**config.mk**
```make
export PLATFORM = sky130hd
export DESIGN_NAME = md_top
export DESIGN_NICKNAME = d
export VERILOG_FILES = /design/src/design/md_pkg.sv /design/src/design/md_imd_regs.sv /design/src/design/md_mult_seq.sv /design/src/design/md_div_seq.sv /design/src/design/md_top.sv
export VERILOG_INCLUDE_DIRS = /design/src /design/src/design
export SDC_FILE = /design/constraint.sdc
export NUM_CORES = 2
export LEC_CHECK = 0
export ABC_CLOCK_PERIOD_IN_PS = 10100
export BUFFER_PORTS_ARGS = -buffer_cell sky130_fd_sc_hd__buf_2
export CAP_MARGIN = 10
export CORE_MARGIN = 5
export CORE_UTILIZATION = 25
export DETAILED_ROUTE_END_ITERATION = 8
export MAX_ROUTING_LAYER = met4
export PLACE_DENSITY = 0.49
export SETUP_SLACK_MARGIN = 0.02
export SKIP_CTS_REPAIR_TIMING = 1
export SYNTH_ARGS = -nofsm -noshare
export SYNTH_HDL_FRONTEND = slang
export SYNTH_SLANG_ARGS = --single-unit
```
**constraint.sdc**
```tcl
create_clock -name clk_i -period 10.1 [get_ports clk_i]
set_input_delay 1.01 -clock clk_i [delete_from_list [all_inputs] [get_ports clk_i]]
set_output_delay 1.01 -clock clk_i [all_outputs]
set_load 0.02 [all_outputs]
```
**src/design/md_consts.svh**
```systemverilog
// ==================
// Widths for the RV32M unit. MD_DIV_STEPS must stay a power of two
// since it also sizes the divide step counter.
// ==================

`ifndef MD_CONSTS_SVH
`define MD_CONSTS_SVH

// Operand and result width
`define MD_XLEN 32

// One partial-product half
`define MD_HALF 16

// Intermediate word, two sign/carry bits above the word
`define MD_ACC_W 34

// Quotient bits produced by the long divider
`define MD_DIV_STEPS 32

`endif

```
**src/design/md_pkg.sv**
```systemverilog
// ==================
// Shared types for the multiply/divide unit
// ==================

package md_pkg;

  // Operation class, signedness comes separately as a 2-bit mode
  typedef enum logic [1:0] {
    MD_OP_MULL,
    MD_OP_MULH,
    MD_OP_DIV,
    MD_OP_REM
  } md_op_e;

  // Multiply phase, one partial product per cycle
  typedef enum logic [1:0] {
    ALBL,
    ALBH,
    AHBL,
    AHBH
  } mult_state_e;

  // Divide phase
  typedef enum logic [2:0] {
    IDLE,
    ABS_A,
    ABS_B,
    COMP,
    LAST,
    CHANGE_SIGN,
    FINISH
  } div_state_e;

endpackage

```
**src/design/md_imd_regs.sv**
```systemverilog
// ==================
// Only one sequencer may write the accumulator in a given cycle
// ==================
`timescale 1ns/1ps
`include "md_consts.svh"

module md_imd_regs (
  input  logic                 clk_i,
  input  logic                 rst_ni,
  input  logic                 acc_we_mul_i,
  input  logic                 acc_we_div_i,
  input  logic [`MD_ACC_W-1:0] acc_d_mul_i,
  input  logic [`MD_ACC_W-1:0] acc_d_div_i,
  input  logic                 den_we_i,
  input  logic [`MD_XLEN-1:0]  den_d_i,
  output logic [`MD_ACC_W-1:0] acc_q_o,
  output logic [`MD_XLEN-1:0]  den_q_o
);

  logic                 acc_we;
  logic [`MD_ACC_W-1:0] acc_d;

  // Writer chosen by its enable
  assign acc_we = acc_we_mul_i | acc_we_div_i;
  assign acc_d  = acc_we_mul_i ? acc_d_mul_i : acc_d_div_i;

  always_ff @(posedge clk_i or negedge rst_ni) begin
    if (!rst_ni) begin
      acc_q_o <= '0;
      den_q_o <= '0;
    end else begin
      // Accumulator, or remainder while dividing
      if (acc_we) begin
        acc_q_o <= acc_d;
      end
      // Absolute divisor
      if (den_we_i) begin
        den_q_o <= den_d_i;
      end
    end
  end

endmodule

```
**src/design/md_mult_seq.sv**
```systemverilog
// ==================
// Operands must stay stable from start_i until done_o.
// MUL takes 3 cycles including the start cycle, MULH takes 4.
// ==================
`timescale 1ns/1ps
`include "md_consts.svh"

module md_mult_seq (
  input  logic                 clk_i,
  input  logic                 rst_ni,
  input  logic                 start_i,
  input  md_pkg::md_op_e       op_i,
  input  logic [1:0]           signed_mode_i,
  input  logic [`MD_XLEN-1:0]  op_a_i,
  input  logic [`MD_XLEN-1:0]  op_b_i,
  input  logic [`MD_ACC_W-1:0] acc_q_i,
  output logic                 acc_we_o,
  output logic [`MD_ACC_W-1:0] acc_d_o,
  output logic                 done_o
);

  localparam int XW = `MD_XLEN;
  localparam int HW = `MD_HALF;
  localparam int AW = `MD_ACC_W;

  md_pkg::mult_state_e state_q, state_d;

  logic                 run;
  logic                 is_mull;
  logic                 signed_mult;
  logic [HW-1:0]        a_half;
  logic [HW-1:0]        b_half;
  logic                 sign_a;
  logic                 sign_b;
  logic [AW-1:0]        accum;
  logic signed [AW-1:0] mac_res;

  // ALBL is the rest state, any other phase means an operation is running
  assign run         = start_i | (state_q != md_pkg::ALBL);
  assign is_mull     = (op_i == md_pkg::MD_OP_MULL);
  assign signed_mult = (signed_mode_i != 2'b00);
  assign acc_we_o    = run;

  // Single 17x17 signed multiply-accumulate
  assign mac_res = $signed({sign_a, a_half}) * $signed({sign_b, b_half}) + $signed(accum);

  always_comb begin
    a_half  = op_a_i[HW-1:0];
    b_half  = op_b_i[HW-1:0];
    sign_a  = 1'b0;
    sign_b  = 1'b0;
    accum   = '0;
    acc_d_o = mac_res;
    state_d = state_q;
    done_o  = 1'b0;

    unique case (state_q)
      md_pkg::ALBL: begin
        // al*bl, always unsigned
        state_d = md_pkg::ALBH;
      end

      md_pkg::ALBH: begin
        // al*bh, added to the upper half of al*bl
        b_half = op_b_i[XW-1:HW];
        sign_b = signed_mode_i[1] & op_b_i[XW-1];
        accum  = {{(AW-HW){1'b0}}, acc_q_i[XW-1:HW]};
        if (is_mull) begin
          // Keep the finished low half, carry only the middle bits on
          acc_d_o = {{(AW-XW){1'b0}}, mac_res[HW-1:0], acc_q_i[HW-1:0]};
        end
        state_d = md_pkg::AHBL;
      end

      md_pkg::AHBL: begin
        // ah*bl
        a_half = op_a_i[XW-1:HW];
        sign_a = signed_mode_i[0] & op_a_i[XW-1];
        if (is_mull) begin
          accum   = {{(AW-HW){1'b0}}, acc_q_i[XW-1:HW]};
          acc_d_o = {{(AW-XW){1'b0}}, mac_res[HW-1:0], acc_q_i[HW-1:0]};
          done_o  = 1'b1;
          state_d = md_pkg::ALBL;
        end else begin
          accum   = acc_q_i;
          state_d = md_pkg::AHBH;
        end
      end

      md_pkg::AHBH: begin
        // ah*bh plus the running sum shifted down by a half
        a_half = op_a_i[XW-1:HW];
        b_half = op_b_i[XW-1:HW];
        sign_a = signed_mode_i[0] & op_a_i[XW-1];
        sign_b = signed_mode_i[1] & op_b_i[XW-1];
        accum  = {{(AW-HW-2){signed_mult & acc_q_i[AW-1]}}, acc_q_i[AW-1:HW]};
        // Low word of this sum is the high word of the product
        done_o  = 1'b1;
        state_d = md_pkg::ALBL;
      end
    endcase
  end

  always_ff @(posedge clk_i or negedge rst_ni) begin
    if (!rst_ni) begin
      state_q <= md_pkg::ALBL;
    end else if (run) begin
      state_q <= state_d;
    end
  end

endmodule

```
**src/design/md_div_seq.sv**
```systemverilog
// ==================
// Operands must stay stable from start_i until done_o.
// Division by zero finishes early, all other divides take 37 cycles.
// ==================
`timescale 1ns/1ps
`include "md_consts.svh"

module md_div_seq (
  input  logic                 clk_i,
  input  logic                 rst_ni,
  input  logic                 start_i,
  input  md_pkg::md_op_e       op_i,
  input  logic [1:0]           signed_mode_i,
  input  logic [`MD_XLEN-1:0]  op_a_i,
  input  logic [`MD_XLEN-1:0]  op_b_i,
  input  logic [`MD_ACC_W-1:0] acc_q_i,
  input  logic [`MD_XLEN-1:0]  den_q_i,
  output logic                 acc_we_o,
  output logic                 den_we_o,
  output logic [`MD_ACC_W-1:0] acc_d_o,
  output logic [`MD_XLEN-1:0]  den_d_o,
  output logic                 done_o
);

  localparam int XW = `MD_XLEN;
  localparam int AW = `MD_ACC_W;
  localparam int CW = $clog2(`MD_DIV_STEPS);
  localparam logic [CW-1:0] CNT_INIT = CW'(`MD_DIV_STEPS - 1);

  md_pkg::div_state_e state_q, state_d;

  logic [XW-1:0] num_q, num_d;
  logic [XW-1:0] quot_q, quot_d;
  logic [CW-1:0] cnt_q, cnt_d;
  logic [XW-1:0] sub_a;
  logic [XW-1:0] sub_b;
  logic [XW:0]   sub_res;
  logic          is_div;
  logic          sign_a;
  logic          sign_b;
  logic          div_change_sign;
  logic          is_ge;
  logic [XW-1:0] one_shift;
  logic [XW-1:0] next_rem;
  logic [XW-1:0] next_quot;

  // Own subtractor, bit XW is the borrow
  assign sub_res = {1'b0, sub_a} - {1'b0, sub_b};

  assign is_div = (op_i == md_pkg::MD_OP_DIV);
  assign sign_a = signed_mode_i[0] & op_a_i[XW-1];
  assign sign_b = signed_mode_i[1] & op_b_i[XW-1];

  // Quotient negated only for a nonzero divisor
  assign div_change_sign = (sign_a ^ sign_b) & (|den_q_i);

  // Shifted remainder can reach 33 bits for unsigned operands
  assign is_ge     = acc_q_i[XW] | ~sub_res[XW];
  assign one_shift = {{(XW-1){1'b0}}, 1'b1} << cnt_q;
  assign next_rem  = is_ge ? sub_res[XW-1:0] : acc_q_i[XW-1:0];
  assign next_quot = is_ge ? (quot_q | one_shift) : quot_q;

  always_comb begin
    state_d  = state_q;
    num_d    = num_q;
    quot_d   = quot_q;
    cnt_d    = cnt_q;
    sub_a    = '0;
    sub_b    = op_b_i;
    acc_we_o = 1'b1;
    acc_d_o  = acc_q_i;
    den_we_o = 1'b0;
    den_d_o  = op_b_i;
    done_o   = 1'b0;

    unique case (state_q)
      md_pkg::IDLE: begin
        // 0 - b is zero only for a zero divisor
        acc_we_o = start_i;
        if (is_div) begin
          acc_d_o = {{(AW-XW){1'b0}}, {XW{1'b1}}};
        end else begin
          acc_d_o = {{(AW-XW){1'b0}}, op_a_i};
        end
        if (start_i) begin
          state_d = (sub_res[XW-1:0] == '0) ? md_pkg::FINISH : md_pkg::ABS_A;
        end
      end

      md_pkg::ABS_A: begin
        sub_b   = op_a_i;
        quot_d  = '0;
        num_d   = sign_a ? sub_res[XW-1:0] : op_a_i;
        state_d = md_pkg::ABS_B;
      end

      md_pkg::ABS_B: begin
        // First remainder is the top numerator bit
        acc_d_o  = {{(AW-1){1'b0}}, num_q[XW-1]};
        den_we_o = 1'b1;
        den_d_o  = sign_b ? sub_res[XW-1:0] : op_b_i;
        cnt_d    = CNT_INIT;
        state_d  = md_pkg::COMP;
      end

      md_pkg::COMP: begin
        sub_a   = acc_q_i[XW-1:0];
        sub_b   = den_q_i;
        cnt_d   = cnt_q - 1'b1;
        // Shift in the next numerator bit
        acc_d_o = {{(AW-XW-1){1'b0}}, next_rem, num_q[cnt_d]};
        quot_d  = next_quot;
        state_d = (cnt_q == CW'(1)) ? md_pkg::LAST : md_pkg::COMP;
      end

      md_pkg::LAST: begin
        sub_a = acc_q_i[XW-1:0];
        sub_b = den_q_i;
        // Quotient replaces the remainder for DIV
        if (is_div) begin
          acc_d_o = {{(AW-XW){1'b0}}, next_quot};
        end else begin
          acc_d_o = {{(AW-XW){1'b0}}, next_rem};
        end
        state_d = md_pkg::CHANGE_SIGN;
      end

      md_pkg::CHANGE_SIGN: begin
        sub_b = acc_q_i[XW-1:0];
        // Remainder follows the dividend's sign
        if ((is_div && div_change_sign) || (!is_div && sign_a)) begin
          acc_d_o = {{(AW-XW){1'b0}}, sub_res[XW-1:0]};
        end
        state_d = md_pkg::FINISH;
      end

      md_pkg::FINISH: begin
        done_o  = 1'b1;
        state_d = md_pkg::IDLE;
      end

      default: begin
        acc_we_o = 1'b0;
        state_d  = md_pkg::IDLE;
      end
    endcase
  end

  always_ff @(posedge clk_i or negedge rst_ni) begin
    if (!rst_ni) begin
      state_q <= md_pkg::IDLE;
      cnt_q   <= '0;
    end else begin
      state_q <= state_d;
      cnt_q   <= cnt_d;
    end
  end

  always_ff @(posedge clk_i) begin
    num_q  <= num_d;
    quot_q <= quot_d;
  end

endmodule

```
**src/design/md_top.sv**
```systemverilog
// ==================
// Four-phase req/ack, one operation at a time.
// Inputs are sampled once at acceptance, result holds until req_i falls.
// ==================
`timescale 1ns/1ps
`include "md_consts.svh"

module md_top (
  input  logic                clk_i,
  input  logic                rst_ni,
  input  logic                req_i,
  input  md_pkg::md_op_e      op_i,
  input  logic [1:0]          signed_mode_i,
  input  logic [`MD_XLEN-1:0] op_a_i,
  input  logic [`MD_XLEN-1:0] op_b_i,
  output logic                ack_o,
  output logic [`MD_XLEN-1:0] result_o
);

  localparam int XW = `MD_XLEN;
  localparam int AW = `MD_ACC_W;

  typedef enum logic [1:0] {
    TOP_IDLE,
    TOP_BUSY,
    TOP_ACK
  } top_state_e;

  top_state_e     state_q;
  md_pkg::md_op_e op_q;
  logic [1:0]     mode_q;
  logic [XW-1:0]  a_q;
  logic [XW-1:0]  b_q;
  logic           start_q;
  logic           is_div;
  logic           mult_start;
  logic           div_start;
  logic           mult_done;
  logic           div_done;
  logic           acc_we_mul;
  logic           acc_we_div;
  logic           den_we;
  logic [AW-1:0]  acc_d_mul;
  logic [AW-1:0]  acc_d_div;
  logic [AW-1:0]  acc_q;
  logic [XW-1:0]  den_d;
  logic [XW-1:0]  den_q;

  assign is_div     = (op_q == md_pkg::MD_OP_DIV) | (op_q == md_pkg::MD_OP_REM);
  assign mult_start = start_q & ~is_div;
  assign div_start  = start_q & is_div;
  assign ack_o      = (state_q == TOP_ACK);

  // Handshake controller
  always_ff @(posedge clk_i or negedge rst_ni) begin
    if (!rst_ni) begin
      state_q  <= TOP_IDLE;
      start_q  <= 1'b0;
      result_o <= '0;
    end else begin
      start_q <= 1'b0;
      unique case (state_q)
        TOP_IDLE: begin
          if (req_i) begin
            start_q <= 1'b1;
            state_q <= TOP_BUSY;
          end
        end
        TOP_BUSY: begin
          // Take the word being written in the done cycle
          if (mult_done || div_done) begin
            result_o <= div_done ? acc_d_div[XW-1:0] : acc_d_mul[XW-1:0];
            state_q  <= TOP_ACK;
          end
        end
        TOP_ACK: begin
          if (!req_i) begin
            state_q <= TOP_IDLE;
          end
        end
        default: begin
          state_q <= TOP_IDLE;
        end
      endcase
    end
  end

  // Operand capture at acceptance
  always_ff @(posedge clk_i) begin
    if (state_q == TOP_IDLE && req_i) begin
      op_q   <= op_i;
      mode_q <= signed_mode_i;
      a_q    <= op_a_i;
      b_q    <= op_b_i;
    end
  end

  md_mult_seq i_md_mult_seq (
    .clk_i         (clk_i),
    .rst_ni        (rst_ni),
    .start_i       (mult_start),
    .op_i          (op_q),
    .signed_mode_i (mode_q),
    .op_a_i        (a_q),
    .op_b_i        (b_q),
    .acc_q_i       (acc_q),
    .acc_we_o      (acc_we_mul),
    .acc_d_o       (acc_d_mul),
    .done_o        (mult_done)
  );

  md_div_seq i_md_div_seq (
    .clk_i         (clk_i),
    .rst_ni        (rst_ni),
    .start_i       (div_start),
    .op_i          (op_q),
    .signed_mode_i (mode_q),
    .op_a_i        (a_q),
    .op_b_i        (b_q),
    .acc_q_i       (acc_q),
    .den_q_i       (den_q),
    .acc_we_o      (acc_we_div),
    .den_we_o      (den_we),
    .acc_d_o       (acc_d_div),
    .den_d_o       (den_d),
    .done_o        (div_done)
  );

  md_imd_regs i_md_imd_regs (
    .clk_i        (clk_i),
    .rst_ni       (rst_ni),
    .acc_we_mul_i (acc_we_mul),
    .acc_we_div_i (acc_we_div),
    .acc_d_mul_i  (acc_d_mul),
    .acc_d_div_i  (acc_d_div),
    .den_we_i     (den_we),
    .den_d_i      (den_d),
    .acc_q_o      (acc_q),
    .den_q_o      (den_q)
  );

endmodule

```
Word level (Yosys, flattened, before mapping)
Cells that the tools add are included.
{"block": "totals", "ff_bits": 243, "latchBits": 0, "ramBits": 0, "mem_bits_ro": 0, "out_inout_bits": 33, "wordCells": 121, "mem_count": 0}
{"block": "op_classes", "add_sub_neg": 3, "mul": 1, "n_div": 0, "n_lt_le_gt_ge": 1, "n_eq_ne": 19, "shift": 1, "muxes": 42, "n_bitwise": 14, "reduce_logical": 25}
{"cell": "$mux 32", "count": 9}
{"cell": "$mux 34", "count": 5}
{"cell": "$pmux 34 s5", "count": 1}
{"cell": "$pmux 34 s3", "count": 1}
{"cell": "$pmux 32 s3", "count": 1}
{"cell": "$pmux 32 s2", "count": 1}
{"cell": "$add 34x34->34", "count": 1}
{"cell": "$mul 17x17->34", "count": 1}
{"cell": "$sub 32x32->33", "count": 1}
{"cell": "$logic_not 32->1", "count": 1}
{"cell": "$mux 16", "count": 2}
{"cell": "$or 32x32->32", "count": 1}
{"cell": "$reduce_or 32->1", "count": 1}
{"cell": "$shl 1x5->32 const A", "count": 1}
{"cell": "$pmux 3 s6", "count": 1}
{"cell": "$eq 2x2->1 const B", "count": 5}
{"cell": "$pmux 5 s2", "count": 1}
{"cell": "$eq 3x3->1 const B", "count": 3}
{"cell": "$mux 3", "count": 3}
{"cell": "$mux 1", "count": 8}
{"cell": "$mux 2", "count": 4}
{"cell": "$ne 2x2->1 const B", "count": 4}
{"cell": "$pmux 2 s4", "count": 1}
{"cell": "$reduce_bool 2->1", "count": 4}
{"cell": "24 further kinds", "count": 45}

Logic depth before layout (Yosys ltp)
{"block": "depth", "depth_word": 10, "depth_mapped": 35, "depth_no_buf": 29}

Cells and area by module
From an unflattened synthesis, not the netlist that was laid out.
{"block": "unflattened", "hier_cells": 3465, "hier_area_um2": 30842.1}
{"mod": "md_mult_seq", "instances": 1, "cells_per_inst": 1639, "area_per_inst_um2": 13809.5, "seq_area_each_um2": 50.0}
{"mod": "md_div_seq", "instances": 1, "cells_per_inst": 1427, "area_per_inst_um2": 10352.4, "seq_area_each_um2": 2122.0}
{"mod": "md_top", "instances": 1, "cells_per_inst": 184, "area_per_inst_um2": 3767.4, "seq_area_each_um2": 2917.8}
{"mod": "md_imd_regs", "instances": 1, "cells_per_inst": 215, "area_per_inst_um2": 2912.8, "seq_area_each_um2": 1651.6}

Least setup slack after synthesis
OpenSTA, ideal clock, no wires.
{"block": "synth_timing", "path_type": "register to register", "startpoint": "reg i_md_mult_seq.state_q[1]", "endpoint": "reg i_md_imd_regs.acc_q_o[31]", "setup_time_ns": 0.095, "arrival_time_ns": 9.142, "t_required_ns": 10.005, "path_slack_ns": 0.862, "stages_incl_launch_ff": 32, "cell_sequence": "dfrtp_1 clkbuf_1 buf_1 clkbuf_1 inv_1 ha_1 nor2_1 clkbuf_1 buf_1 mux2i_1 nor2_1 fa_1 fa_1 fa_1 inv_1 fa_1 inv_1 fa_1 inv_1 fa_1 inv_1 ha_1 and3_1 o2111ai_1 nor2_1 a21bo_2 a21oi_1 a21oi_1 a21oi_1 xor2_1 nor2_1 o31ai_1"}
{"block": "synth_via", "elab_chain_len": 8, "word_cells_on_any_way": 19, "classes_between": "1 x add/sub; 1 x mul; 3 x eq/ne; 8 x mux; 2 x bitwise; 4 x reduce/logical"}
{"item": "from (decl)", "line_no": "md_mult_seq.sv:26", "source": "md_pkg::mult_state_e state_q, state_d;"}
{"item": "from (signal assigned)", "line_no": "md_mult_seq.sv:106", "source": "state_q <= md_pkg::ALBL;"}
{"item": "from (signal assigned)", "line_no": "md_mult_seq.sv:108", "source": "state_q <= state_d;"}
{"item": "$eq 2x2->1 or $eq 2x1->1 (tied branches)", "line_no": "md_mult_seq.sv:57", "source": "unique case (state_q)"}
{"item": "$reduce_or 2->1 (no source line)"}
{"item": "$mux 16 or $mux 1 (tied branches)"}
{"item": "$mul 17x17->34", "line_no": "md_mult_seq.sv:45", "source": "assign mac_res = $signed({sign_a, a_half}) * $signed({sign_b, b_half}) + $signed(accum);"}
{"item": "$add 34x34->34", "line_no": "md_mult_seq.sv:45"}
{"item": "$mux 34", "line_no": "md_mult_seq.sv:68, md_mult_seq.sv:79"}
{"item": "$mux 34"}
{"item": "$mux 34", "line_no": "md_imd_regs.sv:25", "source": "assign acc_d = acc_we_mul_i ? acc_d_mul_i : acc_d_div_i;"}
{"item": "to (signal assigned)", "line_no": "md_imd_regs.sv:29", "source": "acc_q_o <= '0;"}
{"item": "to (signal assigned)", "line_no": "md_imd_regs.sv:34", "source": "acc_q_o <= acc_d;"}
{"item": "to (decl)", "line_no": "md_imd_regs.sv:16", "source": "output logic [`MD_ACC_W-1:0] acc_q_o,"}
Parallel ways exist; a longest one is shown, timed or not.
A chain may end at the register's enable or synchronous reset.

Final worst setup path
{"block": "layout_timing", "startpoint": "reg i_md_mult_seq.state_q[1]", "endpoint": "reg i_md_imd_regs.acc_q_o[32]"}
The elaborated chain is that of the path after synthesis.

==> run metrics <==
TritonRoute pass-1 iters 8; GR Util met3 0.0468; CTS Buffer Depth 3; fin nets about 3900; final wirelength 128000 microns; initial drt markers around 3400; Port Buf Inserts roughly 100; Seq cells post-synth around 240; Placer Congestion between 0.9 and 1; worst reg-to-reg path cell count 25; hold slack final approximately 0.20 ns; Mapped Cells ~3300; Chip Width 352 microns; P&R area growth vs syn 12.0%; Min Clock Period, post-route about 8.5 ns; startpoint types flop; largest net degree at the start of global routing 72; CTS clock-pin slew for the worst setup and hold paths around 0.070 ns; clk_lat worst skew 0.61 ns; Final setup violation count 0; Least-Margin Pin Slew around 1.3 ns; Cell Area, Synth a little under 30000 sq um; ratio of cells with drive above 1 in the final layout 0.0994; slowest CP cell mux2i_2; global-route wire length before repair 183000 microns; Syn Nets ~3900; Worst Path Max Fanout 34; arrival time worst endpoint about 8.9 ns; outcome completed; synth cell count leaders inv_1, nand2_1, nor2_1, fa_1, a21oi_1; drt drc 0; Ys Warns 0; ys async rst share 0.457; GRT Residual Overflow 0; Period Utilization, post-route 0.839; Avg Inst Size Synth ~9 sq um; met1 Use GR 0.302; fmax about 120 MHz; MaxCap Viol Count 0; Std-Cell Rows ~130; initial core utilization 0.252; RSZ-0062 raised after global routing false; initial antenna violation count 10; Max-slew headroom 0.127; final setup skew roughly 0.018 ns; final core utilization 0.282; DRT antenna net count 0; critical path class flop to flop; Post-synth EDFFs about 130; reg2reg start i_md_mult_seq.state_q[1]$_DFFE_PN0N_; CTS buffer count 28; gr usage total 0.205; met2 GRT Util 0.279; register area share after synthesis 0.230; vias in the first global route ~25000; CORE AREA between 100000 and 150000 sq um; wire length per cell 25.9 microns; post-detail-place hpwl ~100000 microns; final setup TNS 0 ns; main flop type after synthesis edfxtp_1; max-slew violations 0; vias post-DR roughly 26000; crit end category flop; count of different cell masters after synthesis between 80 and 90; count leader, synth inv_1; Hold Vio Cnt, Final 0; Reg2Reg Setup Slack ~1.6 ns; Die ar. around 120000 sq um; CP peak stage delay about 1.1 ns; Chip Height 352 microns; GR peak layer met1; root buffer selected by CTS clkbuf_16; Worst Path Required around 11 ns; Area contributors post-synth fa_1, edfxtp_1, dfrtp_1; number of H-tree levels 1; post-synth top area share 0.233; crit-path most repeated cell fa_1; CTS tree done; capturing point of the worst reg2reg path i_md_imd_regs.acc_q_o[32]$_DFFE_PN0P_; area leader, netlist fa_1; Sink Count about 240; Hold Crit Class input pin to asynchronous set/reset pin; vias per std cell roughly 5.2; I/O Pins 104
## cells by family after synthesis
| kind of cell | count (synthesis) | share of synthesized area |
|---|---|---|
| buf+inv | 655 | 0.0852 |
| fa+ha+maj | 487 | 0.295 |
| flops | 243 | 0.230 |
| compound gates | 751 | 0.168 |
| mux | 155 | 0.0589 |
| xor+xnor | 70 | 0.0210 |
| simple gates | 963 | 0.142 |
## worst max-delay path by stage
stage | start | end | slack (ns) | cells after the start
floorplan | i_md_mult_seq.state_q[1]$_DFFE_PN0N_ | i_md_imd_regs.acc_q_o[31]$_DFFE_PN0P_ | 0.86 | 31
global placement | i_md_mult_seq.state_q[1]$_DFFE_PN0N_ | i_md_imd_regs.acc_q_o[32]$_DFFE_PN0P_ | 1.87 | 27
detailed placement | i_md_mult_seq.state_q[1]$_DFFE_PN0N_ | result_o[31]$_DFFE_PN0P_ | 1.75 | 26
CTS | i_md_mult_seq.state_q[1]$_DFFE_PN0N_ | result_o[31]$_DFFE_PN0P_ | 1.71 | 26
global route | i_md_mult_seq.state_q[1]$_DFFE_PN0N_ | i_md_imd_regs.acc_q_o[32]$_DFFE_PN0P_ | 1.11 | 28
finish | i_md_mult_seq.state_q[1]$_DFFE_PN0N_ | i_md_imd_regs.acc_q_o[32]$_DFFE_PN0P_ | 1.62 | 25
## layout make-up
cell class	count	area, sq um
Fill cell	12400	83400
Multi-Input combinational cell	2426	20100
Tap cell	1524	1910
Antenna cell	4	10.0
Timing Repair Buffer	206	1290
Clock inverter	19	186
Sequential cell	243	6750
Inverter	474	1780
Clock buffer	33	741
## cell usage in the layout, fill, tap and decap left out, drive strengths merged, types with 34 or more instances in the layout
cell	Yosys	final
inv	474	477
nand2	361	361
nor2	359	359
fa	340	340
buf	26	206
a21oi	181	181
o21ai	175	175
ha	147	147
edfxtp	132	132
dfrtp	111	111
mux2i	108	108
nor3	62	62
a22oi	58	58
xnor2	50	50
and2	49	49
o221ai	46	46
o22ai	41	41
mux2	37	37
o211ai	35	35
a211oi	34	34
## critical path: cells and delay by family (launching register included)
| kind | cells | cell delay, ns |
|---|---|---|
| flops | 1 | 0.32 |
| buf+inv | 6 | 0.80 |
| mux | 1 | 1.06 |
| xor+xnor | 1 | 0.17 |
| simple gates | 3 | 0.41 |
| compound gates | 6 | 1.83 |
| fa+ha+maj | 8 | 3.70 |
## state kept, by name, indices dropped and copies added (netlist names), 5 cells and up
signal and cells:
i_md_imd_regs.acc_q_o 34, a_q 32, b_q 32, i_md_div_seq.num_q 32, i_md_div_seq.quot_q 32, i_md_imd_regs.den_q_o 32, result_o 32, i_md_div_seq.cnt_q 5
## metal layers
metal,share of wire,vias to the layer above
li1,-,11300
met1,0.46,12800
met2,0.40,1426
met3,0.10,230
met4,0.038,0
met5,0,-
## metrics by stage
step                std cells  worst slack (ns)  area [sq um]
CTS                      4924              1.71         32700
finish                   4929              1.62         32800
detailed placement       4872              1.75         31800
global placement         4872              1.87         31800
global route             4927              1.11         32800
floorplan                3324             0.862         29300
Power is not shown: default switching activity piles up to over one toggle a cycle in this logic, so the estimate is an artifact.
